==> src/stall_pkg.sv <==
// Stall modes and configuration word; a zero seed locks the LFSR, so random mode needs a nonzero seed
package stall_pkg;

    //////////////////////////////////////////////////////////////////////
    // Widths and LFSR constants
    //////////////////////////////////////////////////////////////////////

    // Width of one stall count, also the LFSR width
    localparam int STALL_W = 16;

    // Galois taps for x^16 + x^14 + x^13 + x^11 + 1, right shifting
    localparam logic [STALL_W-1:0] LFSR_TAPS = 16'hB400;

    // Mixed into the response seed so both timers draw different sequences
    localparam logic [STALL_W-1:0] RESP_SEED_MIX = 16'h5A3C;

    //////////////////////////////////////////////////////////////////////
    // Mode and configuration types
    //////////////////////////////////////////////////////////////////////

    typedef enum logic [1:0] {
        STALL_OFF    = 2'd0,
        STALL_FIXED  = 2'd1,
        STALL_RANDOM = 2'd2
    } stall_mode_e;

    // Same 32-bit word, read per mode
    // Upper half is grant stalls or the limit, lower half valid stalls or the seed
    typedef union packed {
        struct packed {
            logic [STALL_W-1:0] gnt_stalls;
            logic [STALL_W-1:0] valid_stalls;
        } fixed_v;
        struct packed {
            logic [STALL_W-1:0] max_stalls;
            logic [STALL_W-1:0] seed;
        } random_v;
    } stall_cfg_u;

endpackage

==> src/mem_bus_pkg.sv <==
// Bus widths and response buffer sizing; CNT_W must be able to hold FIFO_DEPTH itself
package mem_bus_pkg;

    // Load/store bus fields
    localparam int ADDR_W = 32;
    localparam int DATA_W = 32;
    localparam int BE_W   = 4;

    //////////////////////////////////////////////////////////////////////
    // Response buffer
    //////////////////////////////////////////////////////////////////////

    // Entries in the response FIFO, a power of two
    localparam int FIFO_DEPTH = 4;

    // Index width into the FIFO
    localparam int PTR_W = $clog2(FIFO_DEPTH);

    // Outstanding count, 0 up to FIFO_DEPTH inclusive
    localparam int CNT_W = 3;

endpackage

==> src/stall_timer.sv <==
// Stall down-counter; zero_o is combinational in the load cycle, and a zero seed stalls the LFSR
`timescale 1ns/1ps

module stall_timer (
    input  logic                          clk_i,
    input  logic                          rst_i,
    input  stall_pkg::stall_mode_e        mode_i,
    input  logic [stall_pkg::STALL_W-1:0] cfg_count_i,
    input  logic [stall_pkg::STALL_W-1:0] seed_i,
    input  logic [stall_pkg::STALL_W-1:0] max_i,
    input  logic                          load_i,
    output logic                          zero_o
);
    import stall_pkg::*;

    logic [STALL_W-1:0] count_q;
    logic [STALL_W-1:0] lfsr_q;
    logic [STALL_W-1:0] lfsr_next;
    logic [STALL_W-1:0] mask;
    logic [STALL_W-1:0] masked;
    logic [STALL_W-1:0] draw;
    logic [STALL_W-1:0] load_val;
    logic               load_zero;

    // Galois step, shift right and fold taps in on a one
    assign lfsr_next = {1'b0, lfsr_q[STALL_W-1:1]} ^ (lfsr_q[0] ? LFSR_TAPS : '0);

    // Smallest all-ones mask covering max_i
    always_comb begin
        mask = '0;
        for (int i = 0; i < STALL_W; i++) begin
            mask[i] = |(max_i >> i);
        end
    end

    // Masked draw is at most 2*max+1, so one fold lands it in 0..max
    assign masked = lfsr_q & mask;
    assign draw   = (masked > max_i) ? (masked - max_i - 1'b1) : masked;

    always_comb begin
        case (mode_i)
            STALL_FIXED:  load_val = cfg_count_i;
            STALL_RANDOM: load_val = draw;
            default:      load_val = '0;
        endcase
    end

    assign load_zero = (load_val == '0);

    //////////////////////////////////////////////////////////////////////
    // Counter
    //////////////////////////////////////////////////////////////////////

    // Load cycle is the first stall cycle, hence the minus one
    always_ff @(posedge clk_i) begin
        if (rst_i) begin
            count_q <= '0;
        end else if (load_i) begin
            count_q <= load_zero ? '0 : load_val - 1'b1;
        end else if (count_q != '0) begin
            count_q <= count_q - 1'b1;
        end
    end

    // One LFSR step per random draw only
    always_ff @(posedge clk_i) begin
        if (rst_i) begin
            lfsr_q <= seed_i;
        end else if (load_i && (mode_i == STALL_RANDOM)) begin
            lfsr_q <= lfsr_next;
        end
    end

    // Zero stalls release in the same cycle as the load
    assign zero_o = load_i ? load_zero : (count_q == '0);

endmodule

==> src/req_stall_path.sv <==
// Request stall path; assumes req stays high with stable fields until its grant cycle
`timescale 1ns/1ps

module req_stall_path (
    input  logic                   clk_i,
    input  logic                   rst_i,
    input  stall_pkg::stall_mode_e mode_i,
    input  stall_pkg::stall_cfg_u  cfg_i,
    input  logic                   req_core_i,
    input  logic                   room_i,
    input  logic                   gnt_mem_i,
    output logic                   req_mem_o,
    output logic                   gnt_core_o,
    output logic                   grant_o
);

    logic pending_q;
    logic start;
    logic stall_done;
    logic grant;

    // First cycle of a request, nothing loaded yet
    assign start = req_core_i & ~pending_q;

    stall_timer gnt_timer_inst (
        .clk_i       (clk_i),
        .rst_i       (rst_i),
        .mode_i      (mode_i),
        .cfg_count_i (cfg_i.fixed_v.gnt_stalls),
        .seed_i      (cfg_i.random_v.seed),
        .max_i       (cfg_i.random_v.max_stalls),
        .load_i      (start),
        .zero_o      (stall_done)
    );

    // Held back while stalling or while the tracker is full
    assign req_mem_o = req_core_i & room_i & stall_done;

    // Grant cycle seen by both sides
    assign grant      = req_mem_o & gnt_mem_i;
    assign gnt_core_o = grant;
    assign grant_o    = grant;

    // Set on load, cleared by the grant, so a back-to-back request reloads
    always_ff @(posedge clk_i) begin
        if (rst_i) begin
            pending_q <= 1'b0;
        end else if (grant) begin
            pending_q <= 1'b0;
        end else if (start) begin
            pending_q <= 1'b1;
        end
    end

endmodule

==> src/resp_stall_path.sv <==
// Response stall FIFO; no full check, overflow is prevented upstream by the transaction tracker
`timescale 1ns/1ps

module resp_stall_path (
    input  logic                           clk_i,
    input  logic                           rst_i,
    input  stall_pkg::stall_mode_e         mode_i,
    input  stall_pkg::stall_cfg_u          cfg_i,
    input  logic                           rvalid_mem_i,
    input  logic [mem_bus_pkg::DATA_W-1:0] rdata_mem_i,
    output logic                           rvalid_core_o,
    output logic [mem_bus_pkg::DATA_W-1:0] rdata_core_o,
    output logic                           pop_o
);
    import stall_pkg::*;
    import mem_bus_pkg::*;

    logic [DATA_W-1:0] fifo_q [FIFO_DEPTH];
    // Extra MSB tells full from empty
    logic [PTR_W:0]    wptr_q;
    logic [PTR_W:0]    rptr_q;
    logic              empty;
    logic              armed_q;
    logic              load_head;
    logic              head_ready;
    logic              pop;
    logic [STALL_W-1:0] resp_seed;

    assign empty = (wptr_q == rptr_q);

    //////////////////////////////////////////////////////////////////////
    // Storage
    //////////////////////////////////////////////////////////////////////

    always_ff @(posedge clk_i) begin
        if (rvalid_mem_i) begin
            fifo_q[wptr_q[PTR_W-1:0]] <= rdata_mem_i;
        end
    end

    always_ff @(posedge clk_i) begin
        if (rst_i) begin
            wptr_q <= '0;
            rptr_q <= '0;
        end else begin
            if (rvalid_mem_i) begin
                wptr_q <= wptr_q + 1'b1;
            end
            if (pop) begin
                rptr_q <= rptr_q + 1'b1;
            end
        end
    end

    //////////////////////////////////////////////////////////////////////
    // Head release timing
    //////////////////////////////////////////////////////////////////////

    // Different seed from the grant timer
    assign resp_seed = cfg_i.random_v.seed ^ RESP_SEED_MIX;

    // A head that has not been timed yet
    assign load_head = ~empty & ~armed_q;

    stall_timer valid_timer_inst (
        .clk_i       (clk_i),
        .rst_i       (rst_i),
        .mode_i      (mode_i),
        .cfg_count_i (cfg_i.fixed_v.valid_stalls),
        .seed_i      (resp_seed),
        .max_i       (cfg_i.random_v.max_stalls),
        .load_i      (load_head),
        .zero_o      (head_ready)
    );

    assign pop = ~empty & head_ready;

    // Armed until popped, then the next head gets a fresh stall
    always_ff @(posedge clk_i) begin
        if (rst_i) begin
            armed_q <= 1'b0;
        end else begin
            armed_q <= ~empty & ~pop;
        end
    end

    // One-cycle strobe per entry, data straight from the head
    assign rvalid_core_o = pop;
    assign rdata_core_o  = fifo_q[rptr_q[PTR_W-1:0]];
    assign pop_o         = pop;

endmodule

==> src/txn_tracker.sv <==
// Outstanding transaction counter; room is taken from the registered count, so a same-cycle pop does not free it
`timescale 1ns/1ps

module txn_tracker (
    input  logic clk_i,
    input  logic rst_i,
    input  logic grant_i,
    input  logic pop_i,
    output logic room_o
);
    import mem_bus_pkg::*;

    // Granted but not yet returned to the core
    logic [CNT_W-1:0] count_q;

    always_ff @(posedge clk_i) begin
        if (rst_i) begin
            count_q <= '0;
        end else begin
            case ({grant_i, pop_i})
                2'b10:   count_q <= count_q + 1'b1;
                2'b01:   count_q <= count_q - 1'b1;
                // Both or neither leave it unchanged
                default: count_q <= count_q;
            endcase
        end
    end

    // Every counted transaction may still need a FIFO slot
    assign room_o = (count_q < CNT_W'(FIFO_DEPTH));

endmodule

==> src/mem_stall_unit.sv <==
// Stall injector top; in-order memory only, and stall_mode_i and stall_cfg_i stay static while requests are active
`timescale 1ns/1ps

module mem_stall_unit (
    input  logic                           clk_i,
    input  logic                           rst_i,
    input  stall_pkg::stall_mode_e         stall_mode_i,
    input  stall_pkg::stall_cfg_u          stall_cfg_i,
    // Core side
    input  logic                           req_core_i,
    input  logic [mem_bus_pkg::ADDR_W-1:0] addr_core_i,
    input  logic                           we_core_i,
    input  logic [mem_bus_pkg::BE_W-1:0]   be_core_i,
    input  logic [mem_bus_pkg::DATA_W-1:0] wdata_core_i,
    output logic                           gnt_core_o,
    output logic                           rvalid_core_o,
    output logic [mem_bus_pkg::DATA_W-1:0] rdata_core_o,
    // Memory side
    output logic                           req_mem_o,
    output logic [mem_bus_pkg::ADDR_W-1:0] addr_mem_o,
    output logic                           we_mem_o,
    output logic [mem_bus_pkg::BE_W-1:0]   be_mem_o,
    output logic [mem_bus_pkg::DATA_W-1:0] wdata_mem_o,
    input  logic                           gnt_mem_i,
    input  logic                           rvalid_mem_i,
    input  logic [mem_bus_pkg::DATA_W-1:0] rdata_mem_i
);

    logic room;
    logic grant;
    logic pop;

    // Fields need no delay, only req is held back
    assign addr_mem_o  = addr_core_i;
    assign we_mem_o    = we_core_i;
    assign be_mem_o    = be_core_i;
    assign wdata_mem_o = wdata_core_i;

    req_stall_path req_stall_path_inst (
        .clk_i      (clk_i),
        .rst_i      (rst_i),
        .mode_i     (stall_mode_i),
        .cfg_i      (stall_cfg_i),
        .req_core_i (req_core_i),
        .room_i     (room),
        .gnt_mem_i  (gnt_mem_i),
        .req_mem_o  (req_mem_o),
        .gnt_core_o (gnt_core_o),
        .grant_o    (grant)
    );

    resp_stall_path resp_stall_path_inst (
        .clk_i         (clk_i),
        .rst_i         (rst_i),
        .mode_i        (stall_mode_i),
        .cfg_i         (stall_cfg_i),
        .rvalid_mem_i  (rvalid_mem_i),
        .rdata_mem_i   (rdata_mem_i),
        .rvalid_core_o (rvalid_core_o),
        .rdata_core_o  (rdata_core_o),
        .pop_o         (pop)
    );

    // Closes the loop between grants and released responses
    txn_tracker txn_tracker_inst (
        .clk_i   (clk_i),
        .rst_i   (rst_i),
        .grant_i (grant),
        .pop_i   (pop),
        .room_o  (room)
    );

endmodule

==> config.mk <==
export PLATFORM = sky130hd
export DESIGN_NAME = mem_stall_unit
export DESIGN_NICKNAME = d
export VERILOG_FILES = /design/src/stall_pkg.sv /design/src/mem_bus_pkg.sv /design/src/stall_timer.sv /design/src/req_stall_path.sv /design/src/resp_stall_path.sv /design/src/txn_tracker.sv /design/src/mem_stall_unit.sv
export SDC_FILE = /design/constraint.sdc
export NUM_CORES = 1
export LEC_CHECK = 0
export BUFFER_PORTS_ARGS = -buffer_cell sky130_fd_sc_hd__buf_2
export CELL_PAD_IN_SITES_DETAIL_PLACEMENT = 1
export CELL_PAD_IN_SITES_GLOBAL_PLACEMENT = 2
export CORE_MARGIN = 4
export CORE_UTILIZATION = 30
export DETAILED_ROUTE_END_ITERATION = 6
export PLACE_DENSITY = 0.82
export SYNTH_ARGS = -nofsm -noshare
export SYNTH_HDL_FRONTEND = slang
export SYNTH_SLANG_ARGS = --single-unit
==> constraint.sdc <==
create_clock -name clk_i -period 10.35 [get_ports clk_i]
set_input_delay 2.07 -clock clk_i [delete_from_list [all_inputs] [get_ports clk_i]]
set_output_delay 2.07 -clock clk_i [all_outputs]
set_load 0.03 [all_outputs]
* Yosys cells after proc, flatten, opt, wreduce, memory -nomap -nowiden
Memory sizes are Yosys's and may differ from the RTL's. A register that Yosys moved wholly into a read port is not among the register bits.
Cells that the tools add are included.
** Operators by class
- Add/sub/neg operators :: 12
- Multipliers :: 0
- Div/mod/pow operators :: 0
- $lt $le $gt $ge :: 3
- Equal/unequal tests :: 5
- Shifts and indexed selects :: 0
- Muxes and demuxes :: 23
- Bitwise gates (word level) :: 16
- Reduce and logical (&&, ||, !) cells :: 29
** Operators with widths (number)
- 16-bit 2-to-1 mux :: 14
- 16-bit by 1-bit subtractor with 16-bit output, second input constant :: 6
- 16-bit logical NOT :: 4
- 16-bit one-hot mux with 2 select lines :: 2
- 16-bit bitwise AND :: 2
- 16-bit > comparator :: 2
- 16-bit nonzero test :: 2
- 16-bit subtractor :: 2
- 15-bit by 16-bit XOR with 16-bit output :: 2
- 16-bit OR reduction :: 1
- 15-bit OR reduction :: 1
- 14-bit OR reduction :: 1
- 13-bit OR reduction :: 1
- 12-bit OR reduction :: 1
- 11-bit OR reduction :: 1
- 2-bit nonzero test :: 5
- 10-bit OR reduction :: 1
- 3-bit by 1-bit adder with 3-bit output, second input constant :: 3
- 9-bit OR reduction :: 1
- 8-bit NOT :: 1
- 8-bit OR reduction :: 1
- 1-bit bitwise AND :: 7
- 7-bit OR reduction :: 1
- 3-bit one-hot mux with 2 select lines :: 1
- other kinds (14) :: 25
** Storage, ports and cells
- Bits in registers :: 75
- Bits in latches :: 0
- Bits in writable memories :: 128
- Memory bits (read-only) :: 0
- Input port bits :: 140
- Output and inout bits :: 104
- Word-level logic and storage cells :: 98
- Memories :: 1
** Memory list
- resp_stall_path_inst.fifo_q :: depth 4, bits a word 32, rd ports 1, clocked after memory_dff 1, wr ports 1, RTL line resp_stall_path.sv:18 : logic [DATA_W-1:0] fifo_q [FIFO_DEPTH];

* Logic depth before layout (Yosys ltp)
- Depth in word-level cells :: 12
- Gate-level depth with buffers :: 28
- Gate-level depth less buffers :: 26

* Modules after synthesis
A second synthesis with hierarchy kept.
** Second synthesis, totals
- Cells, all modules :: 1208
- Area, all modules :: 13133.8 µm²
** By module, submodules not included
- resp_stall_path :: times used 1, cells an instance 231, area an instance 5129.9 µm², seq. area each 4023.9 µm²
- stall_timer at req_stall_path_inst.gnt_timer_inst :: times used 1, cells an instance 460, area an instance 3798.6 µm², seq. area each 800.8 µm²
- stall_timer at resp_stall_path_inst.valid_timer_inst :: times used 1, cells an instance 422, area an instance 3459.6 µm², seq. area each 800.8 µm²
- mem_stall_unit :: times used 1, cells an instance 69, area an instance 518.0 µm², seq. area each 0.0 µm²
- txn_tracker :: times used 1, cells an instance 19, area an instance 161.4 µm², seq. area each 60.1 µm²
- req_stall_path :: times used 1, cells an instance 7, area an instance 66.3 µm², seq. area each 20.0 µm²

* Worst setup path before layout
No wires, ideal clock.
- Path type :: input port to output port
- Start :: in stall_cfg_i[31] in the netlist's numbering
- End :: out rvalid_core_o
- Data arrival time :: 6.992 ns
- Data required time :: 8.280 ns
- Setup slack :: 1.288 ns
- Cell stages on the path :: 18
- Buffers on the path :: 1
- Cells stage by stage :: nor4_1 > buf_2 > nand4_1 > or4_1 > nand2_1 > inv_1 > ha_1 > a211oi_1 > o211ai_1 > a41oi_1 > xor2_1 > or3_4 > o211ai_4 > or4_4 > or4_4 > or3_4 > a2bb2oi_2 > inv_1
** On the way
- Word-level cells in the longest chain between the ends :: 9
- Elaborated cells between the ends (all ways) :: 24
- Those cells by class :: add/sub: 2; order compare: 1; mux: 3; bitwise: 2; reduce/logical: 16
** Ends and longest elaborated chain
- start, declared :: RTL line mem_stall_unit.sv:8 : input stall_pkg::stall_cfg_u stall_cfg_i,
- 16-bit OR reduction (tied with other cells) :: RTL line stall_timer.sv:32 : mask[i] = |(max_i >> i);
- 16-bit bitwise AND :: RTL line stall_timer.sv:37 : assign masked = lfsr_q & mask;
- 16-bit subtractor :: RTL line stall_timer.sv:38 : assign draw = (masked > max_i) ? (masked - max_i - 1'b1) : masked;
- 16-bit by 1-bit subtractor with 16-bit output :: RTL line stall_timer.sv:38
- 16-bit 2-to-1 mux (*) :: RTL line stall_timer.sv:38
- 16-bit one-hot mux with 2 select lines (*) :: RTL line stall_timer.sv:41 : case (mode_i)
- 16-bit logical NOT (*) :: RTL line stall_timer.sv:48 : assign load_zero = (load_val == '0);
- 1-bit 2-to-1 mux (*) :: RTL line stall_timer.sv:75 : assign zero_o = load_i ? load_zero : (count_q == '0);
- 1-bit bitwise AND (*) :: RTL line resp_stall_path.sv:76 : assign pop = ~empty & head_ready;
- end, declared :: RTL line mem_stall_unit.sv:16 : output logic rvalid_core_o,
Mark *: on every way between the ends. The rest lies on a longest branch, timed or not.

* Final worst setup path
- Start :: in stall_cfg_i[31] in the netlist's numbering
- End :: out gnt_core_o
** On the way
- Word-level cells in the longest chain between the ends :: 10
- Elaborated cells between the ends (all ways) :: 25
- Those cells by class :: add/sub: 2; order compare: 1; mux: 3; bitwise: 3; reduce/logical: 16
** Ends and longest elaborated chain
- 16-bit OR reduction (tied with other cells) :: RTL line stall_timer.sv:32
- 16-bit bitwise AND :: RTL line stall_timer.sv:37
- 16-bit subtractor :: RTL line stall_timer.sv:38
- 16-bit by 1-bit subtractor with 16-bit output :: RTL line stall_timer.sv:38
- 16-bit 2-to-1 mux :: RTL line stall_timer.sv:38
- 16-bit one-hot mux with 2 select lines (*) :: RTL line stall_timer.sv:41
- 16-bit logical NOT (*) :: RTL line stall_timer.sv:48
- 1-bit 2-to-1 mux (*) :: RTL line stall_timer.sv:75
- 1-bit bitwise AND (*) :: RTL line req_stall_path.sv:37 : assign req_mem_o = req_core_i & room_i & stall_done;
- 1-bit bitwise AND (*) :: RTL line req_stall_path.sv:40 : assign grant = req_mem_o & gnt_mem_i;
- end, declared :: RTL line mem_stall_unit.sv:15 : output logic gnt_core_o,
Marked as above.

==> impl_metrics.toml <==
[route]
routedWlPerCell_um = 21.1
wl_mm = 38.1
via_count = 9835
drcViolationCount = 0
drt-initial-drc-count = 582
avgViaCountPerCell = 5.44
ant_nets = 0
drtPass1Iterations = 5

[setup_path]
r2r_cells = 19
crit_slowest_cell = "or4_1"
end_kind = "output port"
crit_cells = 19
worst-path-buf-inv = 3
worst-setup-path-type = "in -> out"
critPathTopFamily = "simple AND/OR/NAND/NOR gates"
crit_fanout = 16
cp-start-kind = "primary input"
worstPathRequired_ps = 8280
worstPathCellList = "buf_2, nor4_2, buf_4, nand4_1, or3_1, and2_1, ha_1, o21ai_0, a21oi_1, o211ai_1, and3_1, nor2_4, mux2i_1, a211oi_1, a21oi_1, or4_1, o21bai_1, and3_1, buf_2"
worstPathArrival_ps = 7870
crit_path_max_incr_delay_ps = 660

[grt]
gr-total-overflow = 0
grt.busiest_layer = "met2"
use_met1_pct = 22.2
grt_pass1_vias = 10200
grt_pass1_wl_mm = 59.1
grt_usage_pct = 16.0
grt_use_met2_pct = 26.5
antenna_found_initial = 0
use_met3_pct = 2.40
grt_max_degree = 74

[final_layout]
fin_util_pct = 33.7
stdcell_area_um2 = 14200
layout.nets = 1437
fill_cells = 4725
layout-drive-gt1-share_pct = 18.9
final_common_cell = "edfxtp_1"
mostFrequentLayoutCells = "160 x edfxtp_1, 105 x buf_2, 84 x nor2_1, 81 x nand2_1, 65 x a21oi_1"
syn_to_final_growth_pct = 11.2

[cts]
clk_pin_slew_worst_paths_ps = 60
htree_levels = 1
cts_tree = "built"
cts_resized = 0
clock_path_buffers = 3
clock-root-buffer = "clkbuf_16"
cts_num_sinks = 205
cts_hold_buf = 0
cts_made_buffers = 24
worst_skew_pair.late_latency_ps = 530
cts_setup_buffers = 0

[timing]
finClkSkew_ps = 9.33
fin_crit_ps = 9940
grt_setup_unrepaired = "false"
hold_violations = 0
setup_violations = 0
worst_slew_pin_slew_ps = 928
max_freq_ghz = 0.101
fin_crit_sh_pct = 96.1
tns_ps = 0
slew_viol_final = 0
relSlewSlack_pct = 37.7

[place]
io_buffer_count = 105
dpl.hpwl_mm = 29.0
place_congestion = 0.937
place_area_um2 = 13400

[synthesis]
synth_edf_count = 160
yosysWarnings = 0
synth_ff_type = "edfxtp_1"
syn_area_um2 = 12700
synth_cell_types = 91
synth_nets = 1403
synthCells = 1215
async_reset_ff_share_pct = 0
ys_seq_area_share_pct = 44.8
avgSynthCellArea_um2 = 10.5
synth_seq_cells = 205

[die]
boundaryPins = 244
fp.coreArea_um2 = 41900
die-height_um = 214
start_util_pct = 30.3
die_area_um2 = 45800
std_cell_rows = 75
die_x_um = 214

[status]
outcome = "finished clean"

[worst_hold_path]
hold_path_depth = 1
hp-class = "reg -> reg"

[pwr]
p_total_uw = 2830
power.leakage_uw = 0.00521
powerDensity_nw_per_um2 = 200
peakVddDrop_mv = 0.110

[flow_run]
maxCapViolCount = 0
layer usage:
layer	part of all wire [%]	wire length, um
met5	0	0
met4	2.6	974
met3	5.8	2190
met2	47	17700
met1	45	17200
state kept, by name (all words and copies together) (netlist names), named ones only:
name                                           flops
txn_tracker_inst.count_q                           3
resp_stall_path_inst.valid_timer_inst.count_q     16
resp_stall_path_inst.wptr_q                        3
resp_stall_path_inst.valid_timer_inst.lfsr_q      16
req_stall_path_inst.gnt_timer_inst.lfsr_q         16
resp_stall_path_inst.fifo_q                      128
req_stall_path_inst.pending_q                      1
resp_stall_path_inst.rptr_q                        3
req_stall_path_inst.gnt_timer_inst.count_q        16
resp_stall_path_inst.armed_q                       1
synth_stat cells (all sizes together), types with 12 or more instances:
master	number	area share (%)
edfxtp	160	38
nor2	87	2.7
buf	82	4.6
nand2	81	2.4
a21oi	65	2.6
o21ai	63	2.5
inv	62	1.8
dfxtp	45	7.1
ha	45	4.4
xnor2	45	3.1
nor3	38	1.5
clkbuf	35	1.0
xor2	35	2.4
mux4	32	5.7
nand3	25	1.0
o22ai	25	1.2
and2	20	1.0
a31oi	17	0.84
o21a	16	0.94
a211oi	15	0.96
a21o	15	0.88
nor4	14	0.69
o211ai	14	0.93
or3	14	0.81
mux2	13	1.2
nor2b	13	0.64
nand4	12	0.59
kinds of logic (layout without fill, tap and decap cells):
group	after synthesis	after routing	synth area share, %
compound gates	297	297	15.6
simple gates	350	350	14.1
mux	55	55	7.60
other cells	0	2	0
buf+inv	180	231	7.50
flops	205	205	44.8
xor+xnor	80	80	5.51
fa+ha+maj	48	48	4.90
report_power, final:
group / switching (uW) / internal (uW) / leakage (uW)
Combinational: 576 / 376 / 0.00297
Sequential: 62.7 / 983 / 0.00186
Clock: 343 / 487 / 0.000381
Total: 981 / 1850 / 0.00521
stage by stage:
step                      hold WS [ps]  instances  setup slack, ps
after floorplan                    459       1215             1290
after global placement             470       1762              640
after detailed placement           485       1762              451
after CTS                          501       1805              416
after global routing               528       1805             16.7
final                              497       1807              408
area by class of cell:
| type | count | area [um2] | area share (%) |
|---|---|---|---|
| tap | 539 | 674 | 4.77 |
| inverter | 63 | 236 | 1.67 |
| timing repair buffer | 125 | 676 | 4.77 |
| clock buffer | 29 | 629 | 4.45 |
| sequential | 205 | 5710 | 40.3 |
| multi-input combinational | 830 | 6080 | 43.0 |
| antenna | 2 | 5.00 | 0.0354 |
| clock inverter | 14 | 143 | 1.01 |
worst paths after layout:
| kind | from | endpoint | slack [ps] |
|---|---|---|---|
| max reg2reg | req_stall_path_inst.gnt_timer_inst.lfsr_q[11] | txn_tracker_inst.count_q[2] | 4060 |
| min | req_stall_path_inst.pending_q | req_stall_path_inst.pending_q | 500 |
| max | stall_cfg_i[31] | gnt_core_o | 410 |
| min reg2reg | req_stall_path_inst.pending_q | req_stall_path_inst.pending_q | 500 |
Power figures use the tool's default switching activity.
